### config.mk
export PLATFORM = sky130hd
export DESIGN_NAME = irLatch_flat
export DESIGN_NICKNAME = d
export VERILOG_FILES = /design/src/irPkg.sv /design/src/irIfs.sv /design/src/irLatch.sv /design/src/flat_wrapper.sv
export SDC_FILE = /design/constraint.sdc
export NUM_CORES = 1
export LEC_CHECK = 0
export BUFFER_PORTS_ARGS = -buffer_cell sky130_fd_sc_hd__buf_4
export CAP_MARGIN = 10
export CORE_MARGIN = 8
export CORE_UTILIZATION = 31
export CTS_CLUSTER_SIZE = 12
export DETAILED_ROUTE_END_ITERATION = 12
export GPL_ROUTABILITY_DRIVEN = 0
export PLACE_DENSITY = 0.81
export RECOVER_POWER = 100
export SLEW_MARGIN = 20
export SYNTH_ARGS = -nofsm -noshare
export SYNTH_HDL_FRONTEND = slang
export SYNTH_SLANG_ARGS = --single-unit
### constraint.sdc
create_clock -name CON -period 0.95 [get_ports CON]
set_input_delay 0.095 -clock CON [delete_from_list [all_inputs] [get_ports CON]]
set_output_delay 0.095 -clock CON [all_outputs]
set_load 0.05 [all_outputs]
### src/irPkg.sv
`default_nettype none

package irPkg;

  // Instruction word is opcode followed by AC, bit 0 is the MSB
  localparam int opWidth = 9;
  localparam int acWidth = 4;
  localparam int irWidth = opWidth + acWidth;

  // Dispatch RAM geometry
  localparam int dramDepth = 512;
  localparam int dramAddrBits = $clog2(dramDepth);

  // Dispatch word layout is A, B, P, J
  localparam int aWidth = 3;
  localparam int bWidth = 3;
  localparam int jWidth = 8;
  localparam int dramPBit = aWidth + bWidth;
  localparam int dramWidth = dramPBit + 1 + jWidth;

  // Datapath and diagnostic bus widths
  localparam int adWidth = 36;
  localparam int ebusWidth = 6;

  // JRST opcode, octal 254
  localparam logic [0:opWidth-1] opJrst = 9'o254;

  // Diagnostic readout selects
  typedef enum logic [2:0] {
    selNormAddrHi,
    selAddrLo,
    selAc,
    selAB,
    selTestJhi,
    selParJlo,
    selFlags,
    selCarries
  } diagSel;

endpackage

`default_nettype wire

### src/irIfs.sv
`timescale 1ns/10ps
`default_nettype none

// Instruction state published by the IR latch
interface instrIf;
  import irPkg::*;

  logic [0:irWidth-1] ir;
  logic [0:acWidth-1] ac;
  logic jrst;
  logic enIoJrst;
  logic enAc;

  modport src (output ir, ac, jrst, enIoJrst, enAc);
  modport snk (input ir, ac, jrst, enIoJrst, enAc);
endinterface


`default_nettype wire

### src/irLatch.sv
`timescale 1ns/10ps
`default_nettype none

module irLatch (
  input  logic CON,
  input  logic rstN,
  input  logic loadIr,
  input  logic mbXfer,
  input  logic [0:irPkg::adWidth-1] ad,
  input  logic [0:irPkg::irWidth-1] cacheData,
  input  logic diagLoad,
  input  logic [0:1] diagData,
  output logic ioLegal,
  output logic acEq0,
  instrIf.src instr
);
  import irPkg::*;

  logic [0:irWidth-1] irReg;
  logic [0:acWidth-1] acReg;
  logic enIoJrstReg;
  logic enAcReg;
  logic [0:irWidth-1] irNext;

  // Word source, memory buffer transfer or cache
  assign irNext = mbXfer ? ad[0:irWidth-1] : cacheData;

  always_ff @(posedge CON) begin
    if (!rstN) begin
      irReg <= '0;
      acReg <= '0;
    end else if (loadIr) begin
      irReg <= irNext;
      // AC only latched when enabled by diagnostics
      acReg <= enAcReg ? irNext[opWidth:irWidth-1] : '0;
    end
  end

  // Diagnostic enables
  always_ff @(posedge CON) begin
    if (!rstN) begin
      enIoJrstReg <= 1'b0;
      enAcReg <= 1'b0;
    end else if (diagLoad) begin
      enIoJrstReg <= diagData[0];
      enAcReg <= diagData[1];
    end
  end

  // Opcode decodes
  assign instr.jrst = irReg[0:opWidth-1] == opJrst;
  assign ioLegal = &irReg[3:6];
  assign acEq0 = irReg[opWidth:irWidth-1] == '0;

  assign instr.ir = irReg;
  assign instr.ac = acReg;
  assign instr.enIoJrst = enIoJrstReg;
  assign instr.enAc = enAcReg;

  // Instruction fetch and diagnostic load come from exclusive microcode steps
  loadExclusive: assert property (@(posedge CON) disable iff (!rstN)
    !(loadIr && diagLoad));

endmodule

`default_nettype wire

### src/flat_wrapper.sv
// flat-port wrapper written by rule: the top's interface ports become plain ports
module irLatch_flat import irPkg::*;
  (CON, rstN, loadIr, mbXfer, ad, cacheData, diagLoad, diagData, ioLegal, acEq0, instr_ir, instr_ac, instr_jrst, instr_enIoJrst, instr_enAc);
  instrIf instr_i ();
  input  logic CON;
  input  logic rstN;
  input  logic loadIr;
  input  logic mbXfer;
  input  logic [0:irPkg::adWidth-1] ad;
  input  logic [0:irPkg::irWidth-1] cacheData;
  input  logic diagLoad;
  input  logic [0:1] diagData;
  output logic ioLegal;
  output logic acEq0;
  output wire logic [$bits(instr_i.ir)-1:0] instr_ir;
  output wire logic [$bits(instr_i.ac)-1:0] instr_ac;
  output wire logic [$bits(instr_i.jrst)-1:0] instr_jrst;
  output wire logic [$bits(instr_i.enIoJrst)-1:0] instr_enIoJrst;
  output wire logic [$bits(instr_i.enAc)-1:0] instr_enAc;
  assign instr_ir = instr_i.ir;
  assign instr_ac = instr_i.ac;
  assign instr_jrst = instr_i.jrst;
  assign instr_enIoJrst = instr_i.enIoJrst;
  assign instr_enAc = instr_i.enAc;
  irLatch u_core (.CON(CON), .rstN(rstN), .loadIr(loadIr), .mbXfer(mbXfer), .ad(ad), .cacheData(cacheData), .diagLoad(diagLoad), .diagData(diagData), .ioLegal(ioLegal), .acEq0(acEq0), .instr(instr_i));
endmodule
==> results.ini, run 1 <==
[run_status]
violations = negative setup slack
outcome = complete, but fails checks

[layout]
diodes = 0
final_cells = 177
num-fill-cells = 193
final_area_mm2 = 0.00159
synthToLayoutAreaGrowth_pct = 97.8
nNetsFinal = 204
drive_above_1_share_pct = 64.6

[drt]
viasPerCell = 5.08
dr.pass1.iters = 4
drc = 0
drtIter0Drc = 26
drt_wl_total_mm = 3.17
num_vias = 900
wl_per_cell_um = 17.9
ant_nets = 0

[power_and_ir_drop]
swShare_pct = 33.5
p_int_mw = 1.34
p_clk_share_pct = 20.6
power_leakage_nw = 0.712
power.share.sequential_pct = 44.6
powerDensity_mw_per_mm2 = 1270
comb_power_share_pct = 34.8
p_switching_uw = 676
peakVddDrop_mv = 1.14

[floorplanning]
core_area_mm2 = 0.00248
initial_core_util_pct = 32.5
die-area_mm2 = 0.00448
rows = 18
die_w_um = 66.9
fp.dieH_um = 66.9
pin_count = 78

[grt]
grt_use_total_pct = 12.9
grt_antenna_before_repair = 0
grt_pass1_vias = 910
grt_pass1_wl_mm = 4.54
grt_max_degree = 32
overflow = 0

[cts]
hold_buffers = 0
cts_sinks = 19
clock_path_buffers = 2
root_buffer = clkbuf_4
clk_latency_ps = 300
htree_num_levels = 1
clk_pin_slew_ps = 110
tritoncts = yes
cts-buffers-inserted = 3

[sta]
finClkSkew_ps = 0.300
timing.final.crit_share_pct = 174
post-route-min-period_ps = 1650
rsz0062_at_grt = true
finalMaxSlewViolations = 0
fin_ws_ps = -700
setup_tns_ps = -2010
fin_hold_ws_ps = 59.5
hold_viol = 0
report.final.setup_viol = 11
worst_pin_slew_ps = 278
fmax_mhz = 606
slew_headroom_pct = 81.5

[setup_path]
crit_required_ps = 850
cp-start-kind = register
cp.arrival_ps = 1550
worstSetupPathType = register to output port
cp_max_fo = 2
endpoint_kind = output port

[job]
maxCapViolCount = 0

[min_path]
min_path_type = input port to register

[placement]
dpl.cell_count = 167
dp_slack_ps = -466
placed_area_mm2 = 0.00132
place_hpwl_mm = 2.16
port_buffers = 54

[yosys]
synth_cell_types = 15
synth_area_per_cell_um2 = 9.58
ys_ff_latch = 19
synth.cell_area_um2 = 805
yosys_warnings = 0
syn_inst = 84
synth_fp_nets = 140
yosysSeqAreaShare_pct = 47.3

area by class of cell:
cell class | instances | area (µm²) | area share, %
tap | 30 | 37.5 | 2.36
timing repair buffer | 66 | 664 | 41.7
clock buffer | 3 | 22.5 | 1.42
sequential | 19 | 428 | 26.9
multi-input combinational | 57 | 428 | 26.9
clock inverter | 1 | 5.00 | 0.314
inverter | 1 | 6.26 | 0.393
worst max-delay path, cell delays in order, from the launching register on:
cell     delay [ps]
dfxtp_4         360
or4b_4          560
nor4_4          150
buf_6           190
kinds of logic after synthesis:
group	synth area share, %
AO/OA/AOI/OAI	18.7
flip-flops	47.3
AND/OR/NAND/NOR	10.6
buffers and inverters	4.82
multiplexers	18.7
registers in the layout, summed over array words and instances (netlist names):
name,cells
u_core.instr.enIoJrst,1
u_core.instr.ir,13
u_core.instr.ac,4
u_core.instr.enAc,1
stage by stage:
stage,util (%),total power [mW]
after detailed placement,53.4,1.48
after floorplan,-,1.23
final,64.2,2.02
after CTS,60.9,1.97
after global placement,53.4,1.46
after global routing,64.2,2.10
timing repair:
item | in CTS | in global routing
gates cloned | 0 | 0
resized for setup | 40 | 29
pin swaps | 4 | 2
endpoints found under the setup margin | 19 | 24
buffers inserted | 4 | 6
cell usage after synthesis:
cell type | count | area share, %
dfxtp_1 | 19 | 47
o21ai_0 | 17 | 11
mux2i_1 | 15 | 19
a21oi_1 | 13 | 8.1
clkbuf_1 | 5 | 2.3
nand3b_1 | 4 | 3.7
nand3_1 | 2 | 1.2
nor2b_1 | 2 | 1.6
buf_2 | 1 | 0.62
buf_6 | 1 | 1.4
inv_1 | 1 | 0.47
nor2_1 | 1 | 0.47
nor4_1 | 1 | 0.78
nor4_2 | 1 | 1.6
or4b_1 | 1 | 1.2
metal layers:
layer,routed length (µm),global-route usage [%]
met1,1160,13.6
met2,1810,25.1
met3,172,1.85
met4,30,3.92
met5,0,0
power groups by stage:
stage                     Clock, mW  Combinational, mW  Sequential [mW]
after detailed placement          0              0.573            0.904
final                         0.415              0.702            0.898
after floorplan                   0              0.155             1.07
after global placement            0              0.560            0.899
after global routing          0.463              0.735            0.903
after CTS                     0.413              0.656            0.896
worst paths after layout:
check	start	endpoint	slack (ps)	depth (start not counted)
setup / recovery	u_core.instr.ir[4]	instr_jrst	-700	3
hold / removal	diagData[0]	u_core.instr.enIoJrst	60	3
setup reg to reg	u_core.instr.ir[1]	u_core.instr.ir[1]	50	4
hold reg to reg	u_core.instr.ac[3]	u_core.instr.ac[3]	510	2
placed cells by master, fill, tap and decap left out, drive strengths merged:
cell and instances:
mux2i 15, clkbuf 3, nand3 2, nor4 2
a21oi 13, inv 1, nor2 1, buf 66
or4b 1, clkinv 1, nand3b 4, dfxtp 19
nor2b 2, o21ai 17
Note: power is estimated with default switching activity, not from simulation.
==> run 2: changes to the inputs <==
--- a/config.mk
+++ b/config.mk
@@ -8,11 +8,11 @@
 export BUFFER_PORTS_ARGS = -buffer_cell sky130_fd_sc_hd__buf_4
 export CAP_MARGIN = 10
 export CORE_MARGIN = 8
-export CORE_UTILIZATION = 31
+export CORE_UTILIZATION = 30
 export CTS_CLUSTER_SIZE = 12
 export DETAILED_ROUTE_END_ITERATION = 12
 export GPL_ROUTABILITY_DRIVEN = 0
-export PLACE_DENSITY = 0.81
+export PLACE_DENSITY = 0.79
 export RECOVER_POWER = 100
 export SLEW_MARGIN = 20
 export SYNTH_ARGS = -nofsm -noshare
==> run 2 against run 1 <==
Compared with the run above:
- the flow still finishes with violations (negative setup slack)
- clock power is essentially flat
- sequential share of layout area is 0.22 points higher
- die area increased by 2.5%
- via count down 3.1%
- sequential cell count is the same
- clock skew hardly changed
- clock-buffer cell count unchanged
- critical endpoint unchanged
==> results.ini, run 2 (synthesis results as in run 1) <==
[power_and_ir_drop]
power_leakage_nw = 0.701  ; was 0.712 nW
power.share.sequential_pct = 44.5  ; was 44.6%
p_switching_uw = 673  ; was 676 µW
p_int_mw = 1.34  ; about the same
comb_power_share_pct = 34.7  ; was 34.8%
p_clk_share_pct = 20.8  ; was 20.6%
power.total_mw = 2.01  ; was 2.02 mW
peakVddDrop_mv = 0.901  ; was 1.14 mV
powerDensity_mw_per_mm2 = 1270  ; about the same
swShare_pct = 33.5  ; about the same

[min_path]
min_path_type = input port to register  ; unchanged
hold_path_depth = 3  ; unchanged

[sta]
finClkSkew_ps = 0.0588  ; was 0.300 ps
timing.final.crit_share_pct = 172  ; was 174%
fin_hold_ws_ps = 60.4  ; was 59.5 ps
report.final.setup_viol = 14  ; was 11
hold_viol = 0  ; unchanged
finalMaxSlewViolations = 0  ; unchanged
worst_pin_slew_ps = 266  ; was 278 ps
fmax_mhz = 611  ; was 606 MHz
slew_headroom_pct = 81.8  ; was 81.5%
fin_ws_ps = -688  ; was -700 ps
setup_tns_ps = -2100  ; was -2010 ps
post-route-min-period_ps = 1640  ; was 1650 ps
rsz0062_at_grt = true  ; unchanged

[setup_path]
cp_max_fo = 2  ; unchanged
crit_required_ps = 850  ; about the same
cp-start-kind = register  ; unchanged
endpoint_kind = output port  ; unchanged
worstSetupPathType = register to output port  ; unchanged
r2r.worst_path.cells = 5  ; was 4
cp.arrival_ps = 1540  ; was 1550 ps

[layout]
drive_above_1_share_pct = 63.7  ; was 64.6%
synthToLayoutAreaGrowth_pct = 97.4  ; was 97.8%
nNetsFinal = 203  ; was 204
final_cell_mix = buf_4, buf_6, o21ai_0  ; was buf_4, buf_8, mux2i_1
register_area_um2 = 430  ; was 428 µm²
multiInputGateArea_um2 = 440  ; was 428 µm²
final_cells = 176  ; was 177
num-fill-cells = 215  ; was 193
diodes = 0  ; unchanged
layout_commonest_cell = buf_4  ; unchanged
largest_register_ffs = 13  ; unchanged

[grt]
grt_pass1_vias = 973  ; was 910
grt_use_total_pct = 12.5  ; was 12.9%
grt_antenna_before_repair = 0  ; unchanged
grt_max_degree = 32  ; unchanged
overflow = 0  ; unchanged
grt_pass1_wl_mm = 4.41  ; was 4.54 mm

[cts]
cts-buffers-inserted = 3  ; unchanged
root_buffer = clkbuf_4  ; unchanged
clk_pin_slew_ps = 110  ; about the same
cts_sinks = 19  ; unchanged
htree_num_levels = 1  ; unchanged
clk_latency_ps = 290  ; was 300 ps
tritoncts = yes  ; unchanged
clock_path_buffers = 2  ; unchanged

[floorplanning]
die-area_mm2 = 0.00459  ; was 0.00448 mm²
core_area_mm2 = 0.00250  ; was 0.00248 mm²
pin_count = 78  ; unchanged
initial_core_util_pct = 32.2  ; was 32.5%
die_w_um = 67.8  ; was 66.9 µm
fp.dieH_um = 67.8  ; was 66.9 µm
rows = 18  ; unchanged

[drt]
wl_per_cell_um = 16.9  ; was 17.9 µm
ant_nets = 0  ; unchanged
viasPerCell = 4.95  ; was 5.08
drtIter0Drc = 8  ; was 26
dr.pass1.iters = 3  ; was 4
num_vias = 872  ; was 900
drc = 0  ; unchanged
drt_wl_total_mm = 2.98  ; was 3.17 mm

[run_status]
outcome = complete, but fails checks  ; unchanged
violations = negative setup slack  ; unchanged

[placement]
dp_slack_ps = -449  ; was -466 ps
port_buffers = 54  ; unchanged
dpl.cell_count = 165  ; was 167

[job]
maxCapViolCount = 0  ; unchanged

[run 2: changes by cell type in the layout (fill, tap and decap cells not counted), sizes merged]
cell	change
clkinvlp	+1
clkinv	-1
buf	-1
[run 2: layout make-up]
class                   instances  area share [%]
clock buffers                   3            1.42
clock inverters                 1           0.473
well taps                      30            2.36
inverters                       1           0.236
flip-flops and latches         19            27.1
repair buffers                 65            40.7
multi-input cells              57            27.7
[run 2: routing by layer]
layer | GRT usage [%] | routed length [µm]
met1 | 12.5 | 1110
met2 | 23.4 | 1570
met3 | 4.97 | 278
met4 | 3.07 | 14
met5 | 0 | 0
[run 2: power groups by stage]
stage	combinational, mW	sequential (mW)	clock, mW
2_1_floorplan	0.155	1.07	0
6_report	0.697	0.895	0.418
3_5_place_dp	0.561	0.905	0
4_1_cts	0.665	0.891	0.434
5_1_grt	0.734	0.901	0.466
3_3_place_gp	0.551	0.899	0
[run 2: critical path: stages (launching register included)]
cell     delay (ps)
dfxtp_4         360
or4b_4          540
nor4_4          150
buf_6           190
[run 2: repair_timing]
item | 4_1_cts | 5_1_grt
endpoints found under the setup margin | 20 | 23
buffers inserted | 6 | 1
gates resized for setup | 43 | 19
pin swaps | 3 | 1
hold buffers | 0 | 0
[run 2: metrics by stage]
step	util [%]	instance area [µm²]
CTS	61.0	1520
floorplan	-	871
detailed placement	52.4	1310
global route	63.5	1590
finish	63.5	1590
global placement	52.4	1310
[run 2: worst paths after layout]
| kind | from | slack, ps | endpoint |
|---|---|---|---|
| worst max-delay path | u_core.instr.ir[0] | -690 | instr_jrst |
| worst min-delay path | diagData[0] | 60 | u_core.instr.enIoJrst |
| worst max register to register | u_core.instr.ir[0] | -30 | u_core.instr.ir[0] |
| worst min register to register | u_core.instr.ac[0] | 510 | u_core.instr.ac[0] |
