`config.mk`:
```
export PLATFORM = sky130hd
export DESIGN_NAME = irTest_flat
export DESIGN_NICKNAME = d
export VERILOG_FILES = /design/src/irPkg.sv /design/src/irIfs.sv /design/src/irTest.sv /design/src/flat_wrapper.sv
export SDC_FILE = /design/constraint.sdc
export NUM_CORES = 1
export LEC_CHECK = 0
export BUFFER_PORTS_ARGS = -buffer_cell sky130_fd_sc_hd__clkbuf_2
export CORE_UTILIZATION = 34
export DETAILED_ROUTE_END_ITERATION = 8
export PLACE_DENSITY = 0.93
export SYNTH_ARGS = -nofsm -noshare
export SYNTH_HDL_FRONTEND = slang
export SYNTH_SLANG_ARGS = --single-unit
export TNS_END_PERCENT = 5
```
`constraint.sdc`:
```
create_clock -name vclk -period 5
set_input_delay 0.25 -clock vclk [all_inputs]
set_output_delay 0.25 -clock vclk [all_outputs]
set_load 0.1 [all_outputs]
```
`src/irPkg.sv`:
```
`default_nettype none

package irPkg;

  // Instruction word is opcode followed by AC, bit 0 is the MSB
  localparam int opWidth = 9;
  localparam int acWidth = 4;
  localparam int irWidth = opWidth + acWidth;

  // Dispatch RAM geometry
  localparam int dramDepth = 512;
  localparam int dramAddrBits = $clog2(dramDepth);

  // Dispatch word layout is A, B, P, J
  localparam int aWidth = 3;
  localparam int bWidth = 3;
  localparam int jWidth = 8;
  localparam int dramPBit = aWidth + bWidth;
  localparam int dramWidth = dramPBit + 1 + jWidth;

  // Datapath and diagnostic bus widths
  localparam int adWidth = 36;
  localparam int ebusWidth = 6;

  // JRST opcode, octal 254
  localparam logic [0:opWidth-1] opJrst = 9'o254;

  // Diagnostic readout selects
  typedef enum logic [2:0] {
    selNormAddrHi,
    selAddrLo,
    selAc,
    selAB,
    selTestJhi,
    selParJlo,
    selFlags,
    selCarries
  } diagSel;

endpackage

`default_nettype wire

```
`src/irIfs.sv`:
```
`timescale 1ns/10ps
`default_nettype none

// Instruction state published by the IR latch
interface instrIf;
  import irPkg::*;

  logic [0:irWidth-1] ir;
  logic [0:acWidth-1] ac;
  logic jrst;
  logic enIoJrst;
  logic enAc;

  modport src (output ir, ac, jrst, enIoJrst, enAc);
  modport snk (input ir, ac, jrst, enIoJrst, enAc);
endinterface

// Registered dispatch fields and their address
interface dispIf;
  import irPkg::*;

  logic [0:aWidth-1] dramA;
  logic [0:bWidth-1] dramB;
  logic dramP;
  logic [0:jWidth-1] dramJ;
  logic [0:dramAddrBits-1] dramAddr;
  logic parityOk;

  modport src (output dramA, dramB, dramP, dramJ, dramAddr, parityOk);
  modport snk (input dramA, dramB, dramP, dramJ, dramAddr, parityOk);
endinterface

`default_nettype wire

```
`src/irTest.sv`:
```
`timescale 1ns/10ps
`default_nettype none

module irTest (
  input  logic [0:irPkg::adWidth-1] ad,
  input  logic adCarry,
  input  logic [7:8] magic,
  input  logic diagRead,
  input  irPkg::diagSel diagFunc,
  input  logic ioLegal,
  input  logic acEq0,
  instrIf.snk instr,
  dispIf.snk disp,
  output logic testSatisfied,
  output logic adEq0,
  output logic [0:2] norm,
  output logic ebusDriving,
  output logic [0:irPkg::ebusWidth-1] ebusData
);
  import irPkg::*;

  logic aGtB;
  logic magicEq;

  assign adEq0 = ~|ad;
  assign aGtB = ad[0] ^ adCarry;
  assign magicEq = magic[7] == magic[8];

  // B bit 0 inverts the sense of the whole test
  assign testSatisfied = (|{disp.dramB[1] & adEq0,
                            disp.dramB[2] & aGtB & magic[7],
                            disp.dramB[2] & ad[0] & magic[8],
                            magicEq & adCarry}) ^ disp.dramB[0];

  // Normalize priority, leftmost one wins
  always_comb begin
    if (ad[0]) begin
      norm = 3'd1;
    end else if (|ad[1:6]) begin
      norm = 3'd2;
    end else if (ad[7]) begin
      norm = 3'd3;
    end else if (ad[8]) begin
      norm = 3'd4;
    end else if (ad[9]) begin
      norm = 3'd5;
    end else if (ad[10]) begin
      norm = 3'd6;
    end else if (|ad[11:adWidth-1]) begin
      norm = 3'd7;
    end else begin
      norm = 3'd0;
    end
  end

  assign ebusDriving = diagRead;

  // Diagnostic readout
  always_comb begin
    ebusData = '0;
    if (diagRead) begin
      case (diagFunc)
        selNormAddrHi: ebusData = {norm, disp.dramAddr[0:2]};
        selAddrLo:     ebusData = disp.dramAddr[3:8];
        selAc:         ebusData = {instr.enIoJrst, instr.enAc, instr.ac};
        selAB:         ebusData = {disp.dramA, disp.dramB};
        selTestJhi:    ebusData = {testSatisfied, instr.jrst, disp.dramJ[0:3]};
        selParJlo:     ebusData = {disp.dramP, disp.parityOk, disp.dramJ[4:7]};
        selFlags:      ebusData = {adEq0, ioLegal, acEq0, adCarry, ad[0], ad[adWidth-1]};
        selCarries:    ebusData = {magic[7], magic[8], ad[12], ad[18], ad[24], ad[30]};
        default:       ebusData = '0;
      endcase
    end
  end

  // Bus is shared, so an idle reader must present all zeros
  always_comb begin
    quietWhenIdle: assert final (ebusDriving || ebusData == '0);
  end

endmodule

`default_nettype wire

```
`src/flat_wrapper.sv`:
```
// flat-port wrapper written by rule: the top's interface ports become plain ports
module irTest_flat import irPkg::*;
  (ad, adCarry, magic, diagRead, diagFunc, ioLegal, acEq0, testSatisfied, adEq0, norm, ebusDriving, ebusData, instr_ir, instr_ac, instr_jrst, instr_enIoJrst, instr_enAc, disp_dramA, disp_dramB, disp_dramP, disp_dramJ, disp_dramAddr, disp_parityOk);
  instrIf instr_i ();
  dispIf disp_i ();
  input  logic [0:irPkg::adWidth-1] ad;
  input  logic adCarry;
  input  logic [7:8] magic;
  input  logic diagRead;
  input  irPkg::diagSel diagFunc;
  input  logic ioLegal;
  input  logic acEq0;
  output logic testSatisfied;
  output logic adEq0;
  output logic [0:2] norm;
  output logic ebusDriving;
  output logic [0:irPkg::ebusWidth-1] ebusData;
  input wire logic [$bits(instr_i.ir)-1:0] instr_ir;
  input wire logic [$bits(instr_i.ac)-1:0] instr_ac;
  input wire logic [$bits(instr_i.jrst)-1:0] instr_jrst;
  input wire logic [$bits(instr_i.enIoJrst)-1:0] instr_enIoJrst;
  input wire logic [$bits(instr_i.enAc)-1:0] instr_enAc;
  input wire logic [$bits(disp_i.dramA)-1:0] disp_dramA;
  input wire logic [$bits(disp_i.dramB)-1:0] disp_dramB;
  input wire logic [$bits(disp_i.dramP)-1:0] disp_dramP;
  input wire logic [$bits(disp_i.dramJ)-1:0] disp_dramJ;
  input wire logic [$bits(disp_i.dramAddr)-1:0] disp_dramAddr;
  input wire logic [$bits(disp_i.parityOk)-1:0] disp_parityOk;
  assign instr_i.ir = instr_ir;
  assign instr_i.ac = instr_ac;
  assign instr_i.jrst = instr_jrst;
  assign instr_i.enIoJrst = instr_enIoJrst;
  assign instr_i.enAc = instr_enAc;
  assign disp_i.dramA = disp_dramA;
  assign disp_i.dramB = disp_dramB;
  assign disp_i.dramP = disp_dramP;
  assign disp_i.dramJ = disp_dramJ;
  assign disp_i.dramAddr = disp_dramAddr;
  assign disp_i.parityOk = disp_parityOk;
  irTest u_core (.ad(ad), .adCarry(adCarry), .magic(magic), .diagRead(diagRead), .diagFunc(diagFunc), .ioLegal(ioLegal), .acEq0(acEq0), .instr(instr_i), .disp(disp_i), .testSatisfied(testSatisfied), .adEq0(adEq0), .norm(norm), .ebusDriving(ebusDriving), .ebusData(ebusData));
endmodule
```
==> results.py, run 1 <==
metrics = {
    "finish": {
        "clockBufferCount": 0,
        "insertedDiodeCount": 0,
        "layout-drive-gt1-share_pct": 50.5,
        "fillers": 207,
        "area_growth_pct": 63.8,
        "seq_cells": 0,
        "ff_latch_area_um2": 0,
        "multi_input_area_um2": 651,
        "nets": 286,
    },
    "sta": {
        "finalMaxSlewViolations": 0,
        "hold_ws_ps": 1040,
        "max_slew_margin_pct": 63.3,
        "tightest_slew_ps": 553,
        "rsz0062_at_grt": "no",
        "hold_viol": 0,
        "min_period_ps": 2460,
        "fmax_mhz": 406,
        "post-route-period-util_pct": 49.2,
        "setup_viol_count_final": 0,
        "setup-tns-final_ps": 0,
    },
    "grt": {
        "grt_util_met2_pct": 39.7,
        "grtUsageTotal_pct": 23.0,
        "grt.busiest_layer": "met2",
        "grt_util_met3_pct": 1.13,
        "grt_first_pass_wirelength_mm": 3.85,
        "global_route.usage.met1_pct": 31.6,
        "grt_pass1_vias": 955,
        "grt_max_degree": 23,
        "overflow": 0,
        "antenna_found_initial": 0,
    },
    "die": {
        "chipWidth_um": 47.6,
        "rows": 16,
        "die_h_um": 47.6,
        "io_pins": 102,
        "start_util_pct": 36.1,
        "core-area_um2": 1960,
        "die_area_um2": 2270,
    },
    "synth": {
        "yosysMostFrequentCell": "nor2_1",
        "synth_top_cell_by_area": "o21ai_0",
        "syn_avg_cell_area_um2": 6.38,
        "yosys_warnings": 0,
        "syn_inst": 111,
        "netlist.area_leader.share_pct": 6.36,
        "syn_nets": 201,
        "netlist-cell-type-count": 44,
        "ys_top_cells_by_area": "o21ai_0 6.4%, a221oi_1 6.2%, nor2_1 5.8%",
        "synth_area_um2": 708,
        "synth_sequential_area_ratio_pct": 0,
        "ys_top_cells_by_count": "11 x nor2_1, 9 x o21ai_0, 7 x a21oi_1, 7 x inv_1, 7 x nand3_1",
    },
    "place": {
        "port-buffer-count": 89,
        "gp_congestion": 0.829,
        "hpwlAfterDp_mm": 2.27,
    },
    "drt": {
        "wire_per_inst_um": 11.7,
        "first_pass_iters": 4,
        "route.vias.total": 1160,
        "viasPerCell": 5.25,
        "drtAntennaViolNets": 0,
        "drc_errors": 0,
        "routed_wl_mm": 2.58,
        "drt_iter0_drc": 15,
    },
    "outcome": {
        "outcome": "finished clean",
    },
    "min_path": {
        "hp-start": "diagRead",
        "hold_class": "in2out",
        "min_to": "ebusDriving",
        "holdPathStages": 2,
    },
    "cts": {
        "holdBufCountCts": 0,
        "post_cts_resized": 0,
        "post-cts-setup-buffers": 0,
    },
    "power_and_ir_drop": {
        "p_leak_nw": 0.641,
        "ir_drop_mv": 0.0935,
        "p_per_area_nw_per_um2": 118,
    },
    "worst_setup_path": {
        "slowest_delay_ps": 440,
        "path_cells": "clkbuf_2, or3_4, or4_4, nor3_4, a311oi_1, o311a_1, clkbuf_2",
        "crit_type": "in2out",
        "cp.arrival_ps": 2210,
        "critical_path.slowest_cell": "or4_4",
        "cp-end-kind": "output pin",
        "worstPathRequired_ps": 4750,
        "cpMostUsedCell": "clkbuf_2",
        "startpoint_type": "input port",
        "crit_fanout": 6,
    },
    "job": {
        "max_cap_violations": 0,
    },
}
[layer usage]
layer  up-vias  share of wire, %
met5         -                 0
met3         4               8.0
li1        609                 -
met4         0               1.0
met2        56                48
met1       491                43
[stage by stage]
| step | setup WS, ps | std cells | area (um^2) | utilization, % | total power [mW] |
|---|---|---|---|---|---|
| 2_1_floorplan | 1810 | 111 | 708 | - | 0.0907 |
| 3_5_place_dp | 2540 | 221 | 1160 | 59.1 | 0.136 |
| 6_report | 2540 | 221 | 1160 | 59.1 | 0.136 |
| 5_1_grt | 2420 | 221 | 1160 | 59.1 | 0.147 |
| 3_3_place_gp | 2540 | 221 | 1160 | 59.1 | 0.135 |
| 4_1_cts | 2540 | 221 | 1160 | 59.1 | 0.136 |
[how the worst max path moves through the flow]
stage / from / endpoint / slack, ps
finish: ad[23] / ebusData[0] / 2540
global route: ad[23] / ebusData[0] / 2420
CTS: ad[23] / ebusData[0] / 2540
detailed placement: ad[23] / ebusData[0] / 2540
global placement: ad[23] / ebusData[0] / 2540
floorplan: ad[23] / testSatisfied / 1810
[layout by cell type (no fill, tap or decap), types with 2 or more instances in the layout]
master | netlist | final
nor4_1 | 6 | 6
a21oi_1 | 7 | 7
inv_1 | 7 | 7
and3_1 | 2 | 2
o311a_1 | 2 | 2
nor3_1 | 4 | 4
a221oi_1 | 5 | 5
xnor2_1 | 2 | 2
a311oi_1 | 2 | 2
o211ai_1 | 2 | 2
mux2i_1 | 4 | 4
a31oi_1 | 3 | 3
nand2_1 | 5 | 5
nor2b_1 | 4 | 4
nand3_1 | 7 | 7
clkbuf_2 | 0 | 89
nor2_1 | 11 | 11
o21ai_0 | 9 | 9
[area by class of cell]
class	count	share of cell area (%)
multi-input cells	97	56.1
repair buffers	89	38.4
well taps	27	2.91
inverters	8	2.59
[critical path: cells and delay by family]
family / cells / cell delay (ps)
buffers and inverters: 2 / 450
AND/OR/NAND/NOR: 3 / 1020
AO/OA/AOI/OAI: 2 / 490
[cells by family after synthesis]
| logic type | share of synthesized area [%] |
|---|---|
| and+or+nand+nor | 38.0 |
| AOI/OAI and AO/OA | 41.0 |
| buffers and inverters | 8.13 |
| muxes | 10.4 |
| xor gates and xnor gates | 2.47 |
[power breakdown]
group | total [mW] | internal [mW] | switching [mW]
Clock | 0 | 0 | 0
Sequential | 0 | 0 | 0
Combinational | 0.136 | 0.0459 | 0.0906
Total | 0.136 | 0.0459 | 0.0906
Power figures use the tool's default switching activity.
==> run 2, diff against run 1 <==
CORE_UTILIZATION = 29   (was 34)
PLACE_DENSITY = 0.84   (was 0.93)
clock period = 2.2 ns   (was 5 ns; I/O delays follow)
==> results.py, run 2 (synthesis results as in run 1) <==
metrics = {
    "worst_setup_path": {
        "crit_type": "in2out",
        "crit_path_end": "ebusData[2]",
        "crit_fanout": 3,
        "crit_start": "ad[14]",
        "startpoint_type": "input port",
        "worstPathRequired_ps": 2090,
        "cp.arrival_ps": 1870,
        "cp-end-kind": "output pin",
    },
    "power_and_ir_drop": {
        "p_sw_mw": 0.213,
        "ir_drop_mv": 0.167,
        "p_int_mw": 0.132,
        "switching_share_pct": 61.8,
        "p_leak_nw": 0.686,
        "clockPowerShare_pct": 0,
        "pwr-share-comb_pct": 100.0,
        "sequentialPowerShare_pct": 0,
        "p_per_area_nw_per_um2": 272,
    },
    "drt": {
        "drtAntennaViolNets": 0,
        "route.vias.total": 1240,
        "wire_per_inst_um": 12.0,
        "routed_wl_mm": 2.72,
        "viasPerCell": 5.49,
        "first_pass_iters": 4,
        "drt_iter0_drc": 23,
        "drc_errors": 0,
    },
    "place": {
        "gp_congestion": 0.820,
        "port-buffer-count": 89,
        "place_area_um2": 1270,
        "hpwlAfterDp_mm": 2.43,
    },
    "die": {
        "rows": 17,
        "die_area_um2": 2640,
        "core-area_um2": 2250,
        "start_util_pct": 31.4,
        "io_pins": 102,
        "die_h_um": 51.4,
        "chipWidth_um": 51.4,
    },
    "finish": {
        "postLayoutCoreUtil_pct": 56.2,
        "insertedDiodeCount": 0,
        "multi_input_area_um2": 662,
        "area_growth_pct": 79.0,
        "layout-drive-gt1-share_pct": 52.5,
        "fillers": 227,
        "ff_latch_area_um2": 0,
        "layout_common_cells": "83 x clkbuf_2, 11 x nor2_1, 9 x o21ai_0",
        "seq_cells": 0,
        "nets": 290,
        "layout_commonest_cell": "clkbuf_2",
        "design_area_um2": 1270,
        "clockBufferCount": 0,
    },
    "outcome": {
        "outcome": "finished clean",
    },
    "sta": {
        "finalMaxSlewViolations": 0,
        "setup_viol_count_final": 0,
        "tightest_slew_ps": 547,
        "setup-tns-final_ps": 0,
        "hold_viol": 0,
        "fmax_mhz": 506,
        "post-route-period-util_pct": 89.9,
        "hold_ws_ps": 646,
        "rsz0062_at_grt": "no",
        "max_slew_margin_pct": 63.7,
        "min_period_ps": 1980,
    },
    "grt": {
        "overflow": 0,
        "grt_first_pass_wirelength_mm": 4.31,
        "grt_pass1_vias": 1095,
        "antenna_found_initial": 0,
        "grt_max_degree": 17,
        "grtUsageTotal_pct": 20.7,
    },
    "cts": {
        "post_cts_resized": 0,
        "holdBufCountCts": 0,
        "post-cts-setup-buffers": 0,
    },
    "min_path": {
        "hold_class": "in2out",
    },
    "job": {
        "max_cap_violations": 0,
    },
}
-- run 2: layout make-up --
class	instances	share of cell area [%]
timing repair buffer	93	42.6
tap	28	2.76
multi-input combinational	97	52.2
inverter	8	2.37
-- run 2: per-stage QoR --
stage	std cells	setup WS, ps	power (mW)
2_1_floorplan	111	-369	0.209
3_3_place_gp	226	233	0.341
3_5_place_dp	226	185	0.344
4_1_cts	226	177	0.345
5_1_grt	226	61.5	0.366
6_report	226	223	0.345
-- run 2: how the worst min path moves through the flow --
| stage | slack [ps] | cells past startpoint | from | endpoint |
|---|---|---|---|---|
| after floorplan | 390 | 1 | ad[0] | norm[1] |
| after global placement | 650 | 3 | disp_dramB[2] | testSatisfied |
| after detailed placement | 650 | 3 | disp_dramB[2] | testSatisfied |
| after CTS | 650 | 3 | disp_dramB[2] | testSatisfied |
| after global routing | 670 | 3 | disp_dramB[2] | testSatisfied |
| final | 650 | 3 | disp_dramB[2] | testSatisfied |
-- run 2: power by group through the flow --
stage	Sequential, mW	Combinational, mW	Clock [mW]
global placement	0	0.341	0
floorplan	0	0.209	0
finish	0	0.345	0
global route	0	0.366	0
detailed placement	0	0.344	0
CTS	0	0.345	0
-- run 2: per-layer routing --
layer  vias up  routed length (um)  GRT usage (%)
met5         -                   0              0
met4         0                  19           3.60
met3         4                 265           3.27
met2        71                1370           40.3
met1       547                1070           23.2
li1        618                   -              -
-- run 2: worst max-delay path, cell delays in order --
cell	delay (ps)
clkbuf_2	80
nor4_1	380
nand2_1	200
o31ai_1	270
a21oi_1	110
o311a_1	340
clkbuf_2	370
==> run 3, diff against run 2 <==
REMOVE_ABC_BUFFERS = 1   (was unset)
==> results.py, run 3 (synthesis results as in run 1) <==
metrics = {
    "drt": {
        "drt_iter0_drc": 41,
        "drc_errors": 0,
        "viasPerCell": 5.48,
        "wire_per_inst_um": 12.3,
        "first_pass_iters": 4,
        "routed_wl_mm": 2.77,
        "route.vias.total": 1232,
        "drtAntennaViolNets": 0,
    },
    "outcome": {
        "outcome": "finished clean",
    },
    "worst_setup_path": {
        "crit_family": "simple AND/OR/NAND/NOR gates",
        "startpoint_type": "input port",
        "crit_fanout": 6,
        "crit_type": "in2out",
        "critical_path.slowest_cell": "or4_4",
        "cp.arrival_ps": 1940,
        "worstPathRequired_ps": 2090,
        "slowest_delay_ps": 430,
        "path_cells": "clkbuf_2, or3_4, or4_4, nor3_4, a311oi_1, o311a_1, buf_12",
        "critical_path_buf_inv_count": 2,
        "cp-end-kind": "output pin",
    },
    "place": {
        "pre_cts_ws_ps": 158,
        "hpwlAfterDp_mm": 2.39,
        "place_area_um2": 1250,
        "gp_congestion": 0.889,
        "dp_cells": 225,
        "port-buffer-count": 89,
    },
    "power_and_ir_drop": {
        "total_power_mw": 0.341,
        "p_sw_mw": 0.211,
        "clockPowerShare_pct": 0,
        "p_int_mw": 0.130,
        "p_per_area_nw_per_um2": 273,
        "pwr-share-comb_pct": 100.0,
        "switching_share_pct": 62.0,
        "sequentialPowerShare_pct": 0,
        "p_leak_nw": 0.675,
        "ir_drop_mv": 0.190,
    },
    "grt": {
        "grt_first_pass_wirelength_mm": 4.37,
        "antenna_found_initial": 0,
        "grt_pass1_vias": 1073,
        "grt_max_degree": 17,
        "grtUsageTotal_pct": 20.7,
        "overflow": 0,
    },
    "finish": {
        "seq_cells": 0,
        "nets": 289,
        "clockBufferCount": 0,
        "area_growth_pct": 76.3,
        "insertedDiodeCount": 0,
        "fin_cells": 225,
        "ff_latch_area_um2": 0,
        "layout_commonest_cell": "clkbuf_2",
        "layout_common_cells": "82 x clkbuf_2, 11 x nor2_1, 9 x o21ai_0",
        "layout-drive-gt1-share_pct": 51.3,
        "design_area_um2": 1250,
    },
    "sta": {
        "setup-tns-final_ps": 0,
        "post-route-period-util_pct": 93.1,
        "tightest_slew_ps": 548,
        "fmax_mhz": 488,
        "worst_slack_ps": 151,
        "hold_viol": 0,
        "finalMaxSlewViolations": 0,
        "min_period_ps": 2050,
        "rsz0062_at_grt": "no",
        "max_slew_margin_pct": 63.6,
        "setup_viol_count_final": 0,
    },
    "job": {
        "max_cap_violations": 0,
    },
    "die": {
        "start_util_pct": 31.4,
        "die_area_um2": 2640,
        "core-area_um2": 2250,
        "chipWidth_um": 51.4,
        "rows": 17,
        "io_pins": 102,
        "die_h_um": 51.4,
    },
    "cts": {
        "post-cts-setup-buffers": 0,
    },
    "min_path": {
        "hold_class": "in2out",
    },
}
[run 3: cell count changes in the layout (fill, tap and decap cells not counted), sizes merged]
cell / previous run / this run
clkbuf: 83 / 82
[run 3: worst min-delay path: cells and delay by family]
family / cells / cell delay (ps)
xor gates and xnor gates: 1 / 110
buffers and inverters: 2 / 310
[run 3: power by group through the flow]
stage	Clock (mW)	Combinational, mW	Sequential, mW
after global routing	0	0.363	0
after global placement	0	0.337	0
after floorplan	0	0.187	0
after detailed placement	0	0.340	0
after CTS	0	0.341	0
final	0	0.341	0
[run 3: area by class of cell]
type                            count  area [um^2]
Multi-Input combinational cell     97          651
Inverter                            8         30.0
Timing Repair Buffer               92          533
Tap cell                           28         35.0
Fill cell                         235         1010
[run 3: what timing repair did]
item | in CTS | in global routing
hold endpoints to repair | 0 | 0
hold buffers | 0 | 0
gates resized for setup | 0 | 1
endpoints found under the setup margin | 0 | 1
[run 3: per-layer routing]
layer  track usage, %  vias to the layer above  share of wire [%]
met3            0.595                        2                 11
met1             24.6                      538                 38
met4             1.80                        0               0.58
li1                 -                      613                  -
met2             41.3                       79                 51
met5                0                        -                  0
[run 3: path summary, 6_finish.rpt]
path                       from             to  slack, ps  depth (start not counted)
hold / removal    disp_dramB[2]  testSatisfied        640                          3
setup / recovery         ad[23]    ebusData[0]        150                          7
[run 3: per-stage QoR]
stage	hold WS (ps)	utilization, %
2_1_floorplan	220	-
6_report	642	55.4
3_3_place_gp	636	55.4
3_5_place_dp	636	55.4
5_1_grt	668	55.4
4_1_cts	637	55.4
